`src/iis_consts.svh`:
```
// Shared sizing constants for the I2S loopback design
// Include wherever sample width or bus timing is needed
`ifndef IIS_CONSTS_SVH
`define IIS_CONSTS_SVH

// Bits per channel sample, MSB first on the wire
`define IIS_SAMPLE_WIDTH 16

// clk_i cycles per BCLK half period
`define IIS_BCLK_HALF 4

// BCLK periods per channel slot, delay bit and padding included
`define IIS_SLOT_BCLKS 20

`endif
```
`src/iis_ctrl_pkg.sv`:
```
// Sequencing types for the handler's frame controller
// Import where FSM state or slot bit position is handled
`include "iis_consts.svh"

package iis_ctrl_pkg;

  // Frame controller states
  typedef enum logic [2:0] {
    IDLE,   // Bus stopped
    SYNC,   // Waiting for the first left slot
    DELAY,  // One-bit delay after LRCLK edge
    DATA,   // Sample bits on the wire
    PAD     // Unused tail of the slot
  } frame_state_e;

  // Bit position inside a slot, 0 is the delay bit
  typedef logic [$clog2(`IIS_SLOT_BCLKS)-1:0] bit_idx_t;

endpackage

```
`src/iis_audio_pkg.sv`:
```
// Audio payload types shared by the handler and the dummy codec
// Import where samples or channel selects are handled
`include "iis_consts.svh"

package iis_audio_pkg;

  // One channel sample
  typedef logic [`IIS_SAMPLE_WIDTH-1:0] sample_t;

  // Codec transmit word, zero delay bit ahead of the sample
  typedef struct packed {
    logic    delay_bit;  // Sent during the bit after LRCLK toggles
    sample_t sample;
  } tx_word_t;

  // Slot channel, matches the LRCLK level
  typedef enum logic {
    LEFT  = 1'b0,
    RIGHT = 1'b1
  } channel_e;

endpackage

```
`src/iis_loopback_top.sv`:
```
// I2S handler wired in loopback to the dummy codec
// The handler drives the bus clocks, the codec echoes and supplies data
`timescale 1ns/10ps

module iis_loopback_top (
  input  logic                   clk_i,
  input  logic                   rst_ni,
  input  logic                   en,
  input  iis_audio_pkg::sample_t tx_left,
  input  iis_audio_pkg::sample_t tx_right,
  input  iis_audio_pkg::sample_t test_in_left,
  input  iis_audio_pkg::sample_t test_in_right,
  output iis_audio_pkg::sample_t rx_left,
  output iis_audio_pkg::sample_t rx_right,
  output iis_audio_pkg::sample_t test_out_left,
  output iis_audio_pkg::sample_t test_out_right,
  output logic                   frame_done,
  output logic                   bclk,
  output logic                   lrclk
);
  import iis_audio_pkg::*;
  import iis_ctrl_pkg::*;

  logic     bclk_rise, bclk_fall, slot_start;
  bit_idx_t bit_idx;
  logic     load_tx, shift_tx, shift_rx;
  logic     cap_left, cap_right;
  channel_e tx_sel;
  sample_t  tx_sample;  // Sample for the slot being opened
  sample_t  rx_sample;
  logic     dac_sdata, adc_sdata;

  assign tx_sample = (tx_sel == RIGHT) ? tx_right : tx_left;

  iis_clock_gen u_clock_gen (
    .clk_i, .rst_ni, .en, .bclk, .lrclk, .bclk_rise, .bclk_fall, .slot_start, .bit_idx
  );

  iis_frame_ctrl u_frame_ctrl (
    .clk_i, .rst_ni, .en, .bclk_rise, .bclk_fall, .slot_start, .lrclk, .bit_idx,
    .load_tx, .shift_tx, .shift_rx, .cap_left, .cap_right, .frame_done, .tx_sel
  );

  iis_shift_reg #(.payload_t(sample_t)) u_tx_ser (
    .clk_i, .rst_ni, .load(load_tx), .load_value(tx_sample), .shift(shift_tx),
    .serial_in(1'b0), .value(), .serial_out(dac_sdata)
  );

  // Deserializer never loads
  iis_shift_reg #(.payload_t(sample_t)) u_rx_des (
    .clk_i, .rst_ni, .load(1'b0), .load_value('0), .shift(shift_rx),
    .serial_in(adc_sdata), .value(rx_sample), .serial_out()
  );

  iis_dummy_device u_codec (
    .clk_i, .rst_ni, .bclk, .lrclk, .dac_sdata, .adc_sdata,
    .test_in_left, .test_in_right, .test_out_left, .test_out_right
  );

  always_ff @(posedge clk_i or negedge rst_ni) begin
    if (!rst_ni) begin
      rx_left  <= '0;
      rx_right <= '0;
    end else begin
      if (cap_left)  rx_left  <= rx_sample;
      if (cap_right) rx_right <= rx_sample;
    end
  end

endmodule

```
`src/iis_dummy_device.sv`:
```
// Stereo dummy codec used as the far end of the I2S handler
// Captures DAC data to test outputs and plays test inputs on the ADC line
`timescale 1ns/10ps
`include "iis_consts.svh"

module iis_dummy_device (
  input  logic                   clk_i,
  input  logic                   rst_ni,
  input  logic                   bclk,
  input  logic                   lrclk,
  input  logic                   dac_sdata,
  output logic                   adc_sdata,
  input  iis_audio_pkg::sample_t test_in_left,
  input  iis_audio_pkg::sample_t test_in_right,
  output iis_audio_pkg::sample_t test_out_left,
  output iis_audio_pkg::sample_t test_out_right
);
  import iis_audio_pkg::*;

  localparam logic [4:0] store_cnt = 5'(`IIS_SAMPLE_WIDTH + 1);

  logic       bclk_last;
  logic       lrclk_last;
  logic       bclk_rise_d;   // Registered edge flags lag one cycle
  logic       bclk_fall_d;
  logic       lrclk_rise_d;
  logic       lrclk_fall_d;
  logic       lrclk_edge;
  logic [4:0] rise_cnt;      // BCLK rises since the last LRCLK edge
  logic       rx_bit;        // Current rise carries a data bit
  sample_t    rx_word;
  tx_word_t   tx_next;
  logic       tx_shift;

  always_ff @(posedge clk_i or negedge rst_ni) begin
    if (!rst_ni) begin
      bclk_last    <= 1'b0;
      lrclk_last   <= 1'b0;
      bclk_rise_d  <= 1'b0;
      bclk_fall_d  <= 1'b0;
      lrclk_rise_d <= 1'b0;
      lrclk_fall_d <= 1'b0;
    end else begin
      bclk_last    <= bclk;
      lrclk_last   <= lrclk;
      bclk_rise_d  <= bclk && !bclk_last;
      bclk_fall_d  <= !bclk && bclk_last;
      lrclk_rise_d <= lrclk && !lrclk_last;
      lrclk_fall_d <= !lrclk && lrclk_last;
    end
  end

  assign lrclk_edge = lrclk_rise_d || lrclk_fall_d;
  assign rx_bit     = bclk_rise_d && !lrclk_edge &&
                      (rise_cnt >= 5'd1) && (rise_cnt <= 5'(`IIS_SAMPLE_WIDTH));

  // Counts rises and stores the word on the first rise after bit 16
  always_ff @(posedge clk_i or negedge rst_ni) begin
    if (!rst_ni) begin
      rise_cnt       <= '0;
      test_out_left  <= '0;
      test_out_right <= '0;
    end else if (lrclk_edge) begin
      rise_cnt <= '0;
    end else if (bclk_rise_d) begin
      rise_cnt <= rise_cnt + 1'b1;
      if (rise_cnt == store_cnt) begin
        if (lrclk) test_out_right <= rx_word;
        else       test_out_left  <= rx_word;
      end
    end
  end

  // Receive shift register for the DAC bits
  always_ff @(posedge clk_i) begin
    if (rx_bit) rx_word <= {rx_word[`IIS_SAMPLE_WIDTH-2:0], dac_sdata};
  end

  // Word for the slot that has just begun
  assign tx_next  = lrclk ? tx_word_t'{delay_bit: 1'b0, sample: test_in_right}
                          : tx_word_t'{delay_bit: 1'b0, sample: test_in_left};
  assign tx_shift = bclk_fall_d && !lrclk_edge;

  iis_shift_reg #(
    .payload_t (tx_word_t)
  ) u_tx_sr (
    .clk_i      (clk_i),
    .rst_ni     (rst_ni),
    .load       (lrclk_edge),
    .load_value (tx_next),
    .shift      (tx_shift),
    .serial_in  (1'b0),
    .value      (),
    .serial_out (adc_sdata)
  );

endmodule

```
`src/iis_frame_ctrl.sv`:
```
// Frame controller of the I2S handler
// Turns clock-gen strobes into serializer, deserializer and capture controls
`timescale 1ns/10ps
`include "iis_consts.svh"

module iis_frame_ctrl (
  input  logic                    clk_i,
  input  logic                    rst_ni,
  input  logic                    en,
  input  logic                    bclk_rise,
  input  logic                    bclk_fall,
  input  logic                    slot_start,
  input  logic                    lrclk,
  input  iis_ctrl_pkg::bit_idx_t  bit_idx,
  output logic                    load_tx,
  output logic                    shift_tx,
  output logic                    shift_rx,
  output logic                    cap_left,
  output logic                    cap_right,
  output logic                    frame_done,
  output iis_audio_pkg::channel_e tx_sel
);
  import iis_audio_pkg::*;
  import iis_ctrl_pkg::*;

  localparam bit_idx_t last_data = bit_idx_t'(`IIS_SAMPLE_WIDTH);

  frame_state_e state_q;
  frame_state_e state_d;
  logic         last_rx;  // 16th rx bit sampled this cycle

  // A new slot opens unless the right slot ends with en low
  // In SYNC the clocks start fresh, so the first slot is left
  assign load_tx = slot_start && ((state_q == SYNC && !lrclk) ||
                                  (state_q == PAD && (!lrclk || en)));

  // LRCLK still holds the old channel during slot_start
  assign tx_sel = (state_q == PAD) ? channel_e'(~lrclk) : LEFT;

  assign shift_tx = (state_q == DATA) && bclk_fall;  // Falls with bit_idx 1..16
  assign shift_rx = (state_q == DATA) && bclk_rise;  // Rises with bit_idx 1..16
  assign last_rx  = shift_rx && (bit_idx == last_data);

  always_comb begin
    state_d = state_q;
    unique case (state_q)
      IDLE:    if (en) state_d = SYNC;
      SYNC:    if (load_tx) state_d = DELAY;
      DELAY:   if (bclk_fall && bit_idx == '0) state_d = DATA;
      DATA:    if (bclk_fall && bit_idx == last_data) state_d = PAD;
      PAD: begin
        if (load_tx) state_d = DELAY;
        else if (slot_start) state_d = IDLE;  // Frame over and en low
      end
      default: state_d = IDLE;
    endcase
  end

  always_ff @(posedge clk_i or negedge rst_ni) begin
    if (!rst_ni) begin
      state_q   <= IDLE;
      cap_left  <= 1'b0;
      cap_right <= 1'b0;
    end else begin
      state_q   <= state_d;
      cap_left  <= last_rx && !lrclk;  // LRCLK low is the left slot
      cap_right <= last_rx && lrclk;
    end
  end

  // Right slot closes the frame
  assign frame_done = cap_right;

endmodule

```
`src/iis_clock_gen.sv`:
```
// Bus clock generator of the I2S handler
// Divides clk_i into BCLK and LRCLK and flags the edges one cycle ahead
`timescale 1ns/10ps
`include "iis_consts.svh"

module iis_clock_gen (
  input  logic                   clk_i,
  input  logic                   rst_ni,
  input  logic                   en,
  output logic                   bclk,
  output logic                   lrclk,
  output logic                   bclk_rise,
  output logic                   bclk_fall,
  output logic                   slot_start,
  output iis_ctrl_pkg::bit_idx_t bit_idx
);
  import iis_ctrl_pkg::*;

  localparam int unsigned div_w = $clog2(`IIS_BCLK_HALF);
  localparam logic [div_w-1:0] div_last = div_w'(`IIS_BCLK_HALF - 1);
  localparam bit_idx_t last_bit = bit_idx_t'(`IIS_SLOT_BCLKS - 1);

  logic             running;     // Clocks active
  logic             first_slot;  // Next slot start is the first after enable
  logic [div_w-1:0] div_cnt;
  bit_idx_t         slot_cnt;    // BCLK falls since slot start
  logic             tick;        // BCLK toggles at the end of this cycle

  assign tick       = running && (div_cnt == div_last);
  assign bclk_rise  = tick && !bclk;
  assign bclk_fall  = tick && bclk;
  assign slot_start = bclk_fall && (slot_cnt == last_bit);  // Slot wraps on this fall
  assign bit_idx    = slot_cnt;

  always_ff @(posedge clk_i or negedge rst_ni) begin
    if (!rst_ni) begin
      running    <= 1'b0;
      first_slot <= 1'b0;
      div_cnt    <= '0;
      bclk       <= 1'b0;
      lrclk      <= 1'b0;
      slot_cnt   <= last_bit;  // So the first fall opens a slot
    end else if (!running) begin
      if (en) begin
        running    <= 1'b1;
        first_slot <= 1'b1;
        div_cnt    <= '0;
      end
    end else begin
      div_cnt <= tick ? '0 : div_cnt + 1'b1;
      if (tick) bclk <= ~bclk;
      if (bclk_fall) slot_cnt <= slot_start ? '0 : slot_cnt + 1'b1;
      if (slot_start) begin
        first_slot <= 1'b0;
        lrclk      <= ~lrclk & ~first_slot;  // First slot stays left
        // Stop only at the end of a right slot, leaving both clocks low
        if (lrclk && !en) begin
          running  <= 1'b0;
          slot_cnt <= last_bit;
        end
      end
    end
  end

endmodule

```
`src/iis_shift_reg.sv`:
```
// Parallel-load shift register, MSB out first
// Serves as serializer or deserializer for any packed payload type
`timescale 1ns/10ps
`include "iis_consts.svh"

module iis_shift_reg #(
  parameter type payload_t = logic [`IIS_SAMPLE_WIDTH-1:0]
) (
  input  logic     clk_i,
  input  logic     rst_ni,
  input  logic     load,
  input  payload_t load_value,
  input  logic     shift,
  input  logic     serial_in,
  output payload_t value,
  output logic     serial_out
);

  localparam int unsigned w = $bits(payload_t);

  logic [w-1:0] bits_q;

  // Cleared so the serial line idles low
  always_ff @(posedge clk_i or negedge rst_ni) begin
    if (!rst_ni) begin
      bits_q <= '0;
    end else if (load) begin
      bits_q <= load_value;  // Load wins over shift
    end else if (shift) begin
      bits_q <= {bits_q[w-2:0], serial_in};
    end
  end

  assign value      = payload_t'(bits_q);
  assign serial_out = bits_q[w-1];

endmodule

```
`config.mk`:
```
export PLATFORM = sky130hd
export DESIGN_NAME = iis_loopback_top
export DESIGN_NICKNAME = d
export VERILOG_FILES = /design/src/iis_ctrl_pkg.sv /design/src/iis_audio_pkg.sv /design/src/iis_loopback_top.sv /design/src/iis_dummy_device.sv /design/src/iis_frame_ctrl.sv /design/src/iis_clock_gen.sv /design/src/iis_shift_reg.sv
export VERILOG_INCLUDE_DIRS = /design/src
export SDC_FILE = /design/constraint.sdc
export NUM_CORES = 1
export LEC_CHECK = 0
export ABC_AREA = 1
export BUFFER_PORTS_ARGS = -buffer_cell sky130_fd_sc_hd__buf_2
export CAP_MARGIN = 20
export CORE_MARGIN = 3
export CORE_UTILIZATION = 43
export CTS_CLUSTER_SIZE = 25
export DETAILED_ROUTE_END_ITERATION = 16
export PLACE_DENSITY_LB_ADDON = 0.08
export SETUP_SLACK_MARGIN = 0.05
export SLEW_MARGIN = 20
export SYNTH_ARGS = -nofsm -noshare
export SYNTH_HDL_FRONTEND = slang
export SYNTH_HIERARCHICAL = 1
export SYNTH_SLANG_ARGS = --single-unit
```
`constraint.sdc`:
```
create_clock -name clk_i -period 3.9 [get_ports clk_i]
set_input_delay 0.585 -clock clk_i [delete_from_list [all_inputs] [get_ports clk_i]]
set_output_delay 0.585 -clock clk_i [all_outputs]
set_load 0.03 [all_outputs]
```
After elaboration in Yosys (flattened, before gate mapping)
Index checks and enable logic that the tools add are counted.
- ROM bits: 0
- latch bits: 0
- bits in registers: 156
- logic and storage cells: 122
- memories kept: 0
- bits in writable memories: 0
- muxes and demuxes: 30
- equality and inequality tests: 14
- add/sub/neg operators: 3
- shift-type cells: 0
- magnitude comparators: 2
- reduce and logical (&&, ||, !) cells: 44
- $mul: 0
- divide/modulo/power cells: 0
- bitwise operators: 5
- operators by type and width (operator ; count):
    $mux W16 ; 4
    $mux W17 ; 2
    $mux W5 ; 6
    $logic_and A1 B1 Y1 ; 23
    $mux W3 ; 6
    $eq A5 B5 Y1 const B ; 3
    $pmux W3 S5 ; 1
    $add A5 B1 Y5 const B ; 2
    $mux W1 ; 8
    $reduce_and A4 Y1 ; 2
    $reduce_bool A2 Y1 ; 4
    $eq A3 B2 Y1 const B ; 2
    $logic_not A1 Y1 ; 6
    $mux W2 ; 3
    $ne A2 B2 Y1 const B ; 3
    $reduce_and A2 Y1 ; 3
    $ge A5 B1 Y1 const B ; 1
    $le A5 B5 Y1 const B ; 1
    $logic_not A5 Y1 ; 1
    $reduce_and A5 Y1 ; 1
    $ne A2 B1 Y1 const B ; 2
    $not A1 Y1 ; 4
    $eq A3 B1 Y1 const B ; 1
    $eq A3 B3 Y1 const B ; 1
    6 further kinds ; 8

Longest topological paths before layout
- depth after elaboration: 8
- gate-level depth with buffers: 12

Hierarchy
Netlist, hierarchy kept.
- by module, submodules not included (module ; sequential area each (um2) ; times used ; cells each ; area each (um2)):
    iis_dummy_device ; 1556.5 ; 1 ; 269 ; 2560.0
    iis_shift_reg at u_rx_des ... ; 400.4 ; 2 ; 89 ; 769.5
    iis_loopback_top ; 800.8 ; 1 ; 189 ; 1472.7
    iis_shift_reg at u_codec.u_tx_sr ; 425.4 ; 1 ; 94 ; 822.0
    iis_clock_gen ; 279.0 ; 1 ; 68 ; 590.6
    iis_frame_ctrl ; 125.1 ; 1 ; 60 ; 402.9

Least setup slack after synthesis
Ideal clock, no wire load.
- path type: register to register
- from: register u_codec.rise_cnt[1]
- to: register u_codec.rx_word[0], enable pin
- library setup time: 0.389 ns
- stages on the path, launching flop included: 7
- arrival time: 1.509 ns
- required time: 3.511 ns
- path slack: 2.003 ns
- cell sequence: dfrtp_1 > inv_1 > ha_1 > nor2_1 > nand3_1 > nand2_1 > nor2_1
- word-level cells in the longest chain between the ends: 3
- elaborated cells on any way between the ends: 4
- those cells by class: order compare (2); reduce/logical (2)
- RTL lines (item ; line ; RTL):
    start: declaration ; iis_dummy_device.sv:29 ; logic [4:0] rise_cnt;
    start signal: assignment ; iis_dummy_device.sv:66 ; rise_cnt <= rise_cnt + 1'b1;
    $ge A5 B1 Y1 ; iis_dummy_device.sv:55 ; (rise_cnt >= 5'd1) && (rise_cnt <= 5'(`IIS_SAMPLE_WIDTH));
    $logic_and A1 B1 Y1 ; iis_dummy_device.sv:54 ; assign rx_bit = bclk_rise_d && !lrclk_edge &&
    $logic_and A1 B1 Y1 * ; iis_dummy_device.sv:54 ;
    named net u_codec.rx_bit ; iis_dummy_device.sv:30 ; logic rx_bit;
    end signal: assignment ; iis_dummy_device.sv:76 ; if (rx_bit) rx_word <= {rx_word[`IIS_SAMPLE_WIDTH-2:0], dac_sdata};
    end: declaration ; iis_dummy_device.sv:31 ; sample_t rx_word;
The timed path passes the listed nets; every way through them passes the cells marked *.
A chain may end at the register's enable or synchronous reset.

Worst setup path after layout
- from: register u_clock_gen.slot_cnt[0], in the netlist u_clock_gen/bit_idx[0]
- to: register u_tx_ser.bits_q[13], in the netlist u_tx_ser/value[13]
- word-level cells in the longest chain between the ends: 4
- elaborated cells on any way between the ends: 5
- those cells by class: eq/ne (1); mux (1); reduce/logical (3)
- RTL lines (item ; line ; RTL):
    start: declaration ; iis_clock_gen.sv:26 ; bit_idx_t slot_cnt;
    start signal: assignment ; iis_clock_gen.sv:42 ; slot_cnt <= last_bit;
    start signal: assignment ; iis_clock_gen.sv:52 ; if (bclk_fall) slot_cnt <= slot_start ? '0 : slot_cnt + 1'b1;
    start signal: assignment ; iis_clock_gen.sv:59 ; slot_cnt <= last_bit;
    $eq A5 B5 Y1 * ; iis_clock_gen.sv:32 ; assign slot_start = bclk_fall && (slot_cnt == last_bit);
    $logic_and A1 B1 Y1 * ; iis_clock_gen.sv:32 ;
    named net slot_start ; iis_loopback_top.sv:24 ; logic bclk_rise, bclk_fall, slot_start;
    $logic_and A1 B1 Y1 * ; iis_frame_ctrl.sv:34 ; assign load_tx = slot_start && ((state_q == SYNC && !lrclk) ||
    named net load_tx ; iis_loopback_top.sv:26 ; logic load_tx, shift_tx, shift_rx;
    $mux W16 / $reduce_bool A2 Y1 (equally long branches) ; -- ;
    end signal: assignment ; iis_shift_reg.sv:28 ; bits_q <= load_value;
    end signal: assignment ; iis_shift_reg.sv:30 ; bits_q <= {bits_q[w-2:0], serial_in};
    end: declaration ; iis_shift_reg.sv:21 ; logic [w-1:0] bits_q;
Marked as above.

==> flow_summary.toml <==
[floorplan]
row_count = 47
boundaryPins = 134
initial_core_util_pct = 44.1
die_area_sq_um = 18800
die_y_microns = 137
die_x_microns = 137
core_sq_um = 16700

[clock_tree]
clk_pin_slew_worst_paths_ps = 70
cts-resized-gates = 0
postCtsSetupRepairBufs = 0
cts_root_buffer = "clkbuf_16"
cts_tree = "built"
tritoncts.num_buffers = 17
htree_levels = 4
insertion_delay_ps = 420
clock_sinks = 156
cts_buffer_depth = 2
hold_buffers = 0

[power_and_ir_drop]
p_leak_uw = 0.00470
p_per_area_nw_per_um2 = 671
p_total_uw = 5760
ir_drop_v = 0.000358

[critical_path]
crit_chain = "ha_1 -> nand2_1 -> inv_1 -> nand3_1 -> inv_1 -> nand2_1 -> inv_1 -> inv_2 -> nand3_1 -> nand3_1"
worstSetupStartpointType = "register"
critPathSlowestCell = "dfstp_2"
critPathBufInv = 4
max_stage_delay_ps = 580
critPathTopFamily = "buffers and inverters"
arrival_ps = 2770
end_kind = "register"
criticalPathCategory = "reg2reg"
cp.required_ps = 4200
crit_fanout = 18

[place]
dp.cells = 1192
place_hpwl_microns = 10400
gp_congestion = 0.756
postPlaceCellArea_sq_um = 8050
portBuffers = 133
dp_slack_ps = 1430

[cells_and_area]
fin_area_sq_um = 8590
antenna-diode-count = 0
drive_gt1_share_pct = 21.5
final_common_cell = "nand2_1"
instances_no_fill = 1224
syn_to_final_growth_pct = 16.5
final_nets = 1063
layout_common_cells = "386 x nand2_1, 144 x nand3_1, 137 x dfrtp_1, 132 x buf_2, 33 x inv_1"

[logic_synthesis]
syn-cell-area_sq_um = 7370
synth_warnings = 6
synthCells = 856
synth_area_per_cell_sq_um = 8.61

[routing]
wl_met2_microns = 6790
drc = 0
avgViaCountPerCell = 4.72
drtIter0Drc = 324
wirelength_met1_microns = 7480
vias = 5783
drt-total-wl_microns = 15200
met3_length_microns = 774
post_drt_wl_per_cell_microns = 12.4
drt_first_pass_iters = 4
final_antenna_net_count = 0
highest_layer = "met4"

[min_path]
hold_path.class = "in2async"

[timing]
final_max_slew_viol_count = 0
fin_setup_tns_ps = 0
finalCritPeriodShare_pct = 63.4
rsz0062_at_grt = "false"
finalClockSkew_ps = 13.2
max_slew_margin_pct = 44.0
tightestPinTransition_ps = 839
period_needed_ps = 2470
setup_viol = 0
max_freq_ghz = 0.404
setup_slack_ps = 1430
finalHoldViolations = 0

[grt]
grt_max_degree = 86
grt_pass1_vias = 5387
grt.total_usage_pct = 17.1
grt-ovfl-total = 0
antenna_found_initial = 0
grt_pass1_wl_microns = 25800

[run]
cap_violations = 0

[outcome]
status = "finished clean"
## per-stage QoR
step,hold slack (ps),util (%)
after global routing,256,51.4
after global placement,409,48.2
after CTS,243,51.4
after detailed placement,414,48.2
after floorplan,289,-
final,206,51.4
## per-layer routing
layer  GRT usage, %  vias up
met1           24.3     2658
met4           4.88        0
li1               -     2985
met5              0        -
met3           4.56       13
met2           26.0      127
## power breakdown
| part | leakage, uW | internal (uW) | switching, uW |
|---|---|---|---|
| Combinational | 0.00244 | 570 | 1270 |
| Sequential | 0.00200 | 2120 | 304 |
| Clock | 0.000264 | 833 | 670 |
## sequential cells by signal, indices dropped and copies added (netlist names), 16 cells and up
| register | count |
|---|---|
| rx_left | 16 |
| u_codec/rx_word | 16 |
| u_codec/test_out_left | 16 |
| u_codec/u_tx_sr/value | 17 |
| u_codec/test_out_right | 16 |
| u_tx_ser/value | 16 |
| rx_right | 16 |
| u_rx_des/value | 16 |
## area by class of cell
class,count,area (sq um)
fillers,1648,8110
flip-flops and latches,156,3990
multi-input cells,635,2890
repair buffers,138,722
clock buffers,19,443
well taps,220,275
inverters,43,178
clock inverters,13,93.8
## worst paths after layout
| kind | slack [ps] | from | endpoint | cells past startpoint |
|---|---|---|---|---|
| worst max-delay path | 1430 | u_clock_gen/bit_idx[0] | u_tx_ser/value[13] | 10 |
| worst min-delay path | 210 | rst_ni | u_codec/test_out_left[11] | 1 |
| worst max register to register | 1430 | u_clock_gen/bit_idx[0] | u_tx_ser/value[13] | 10 |
| worst min register to register | 430 | u_codec/lrclk_last | u_codec/lrclk_rise_d | 1 |
| max in group asynchronous | 2870 | rst_ni | u_clock_gen/bit_idx[0] | 2 |
| min in group clk_i | 430 | u_codec/lrclk_last | u_codec/lrclk_rise_d | 1 |
(Power assumes the default switching activity.)
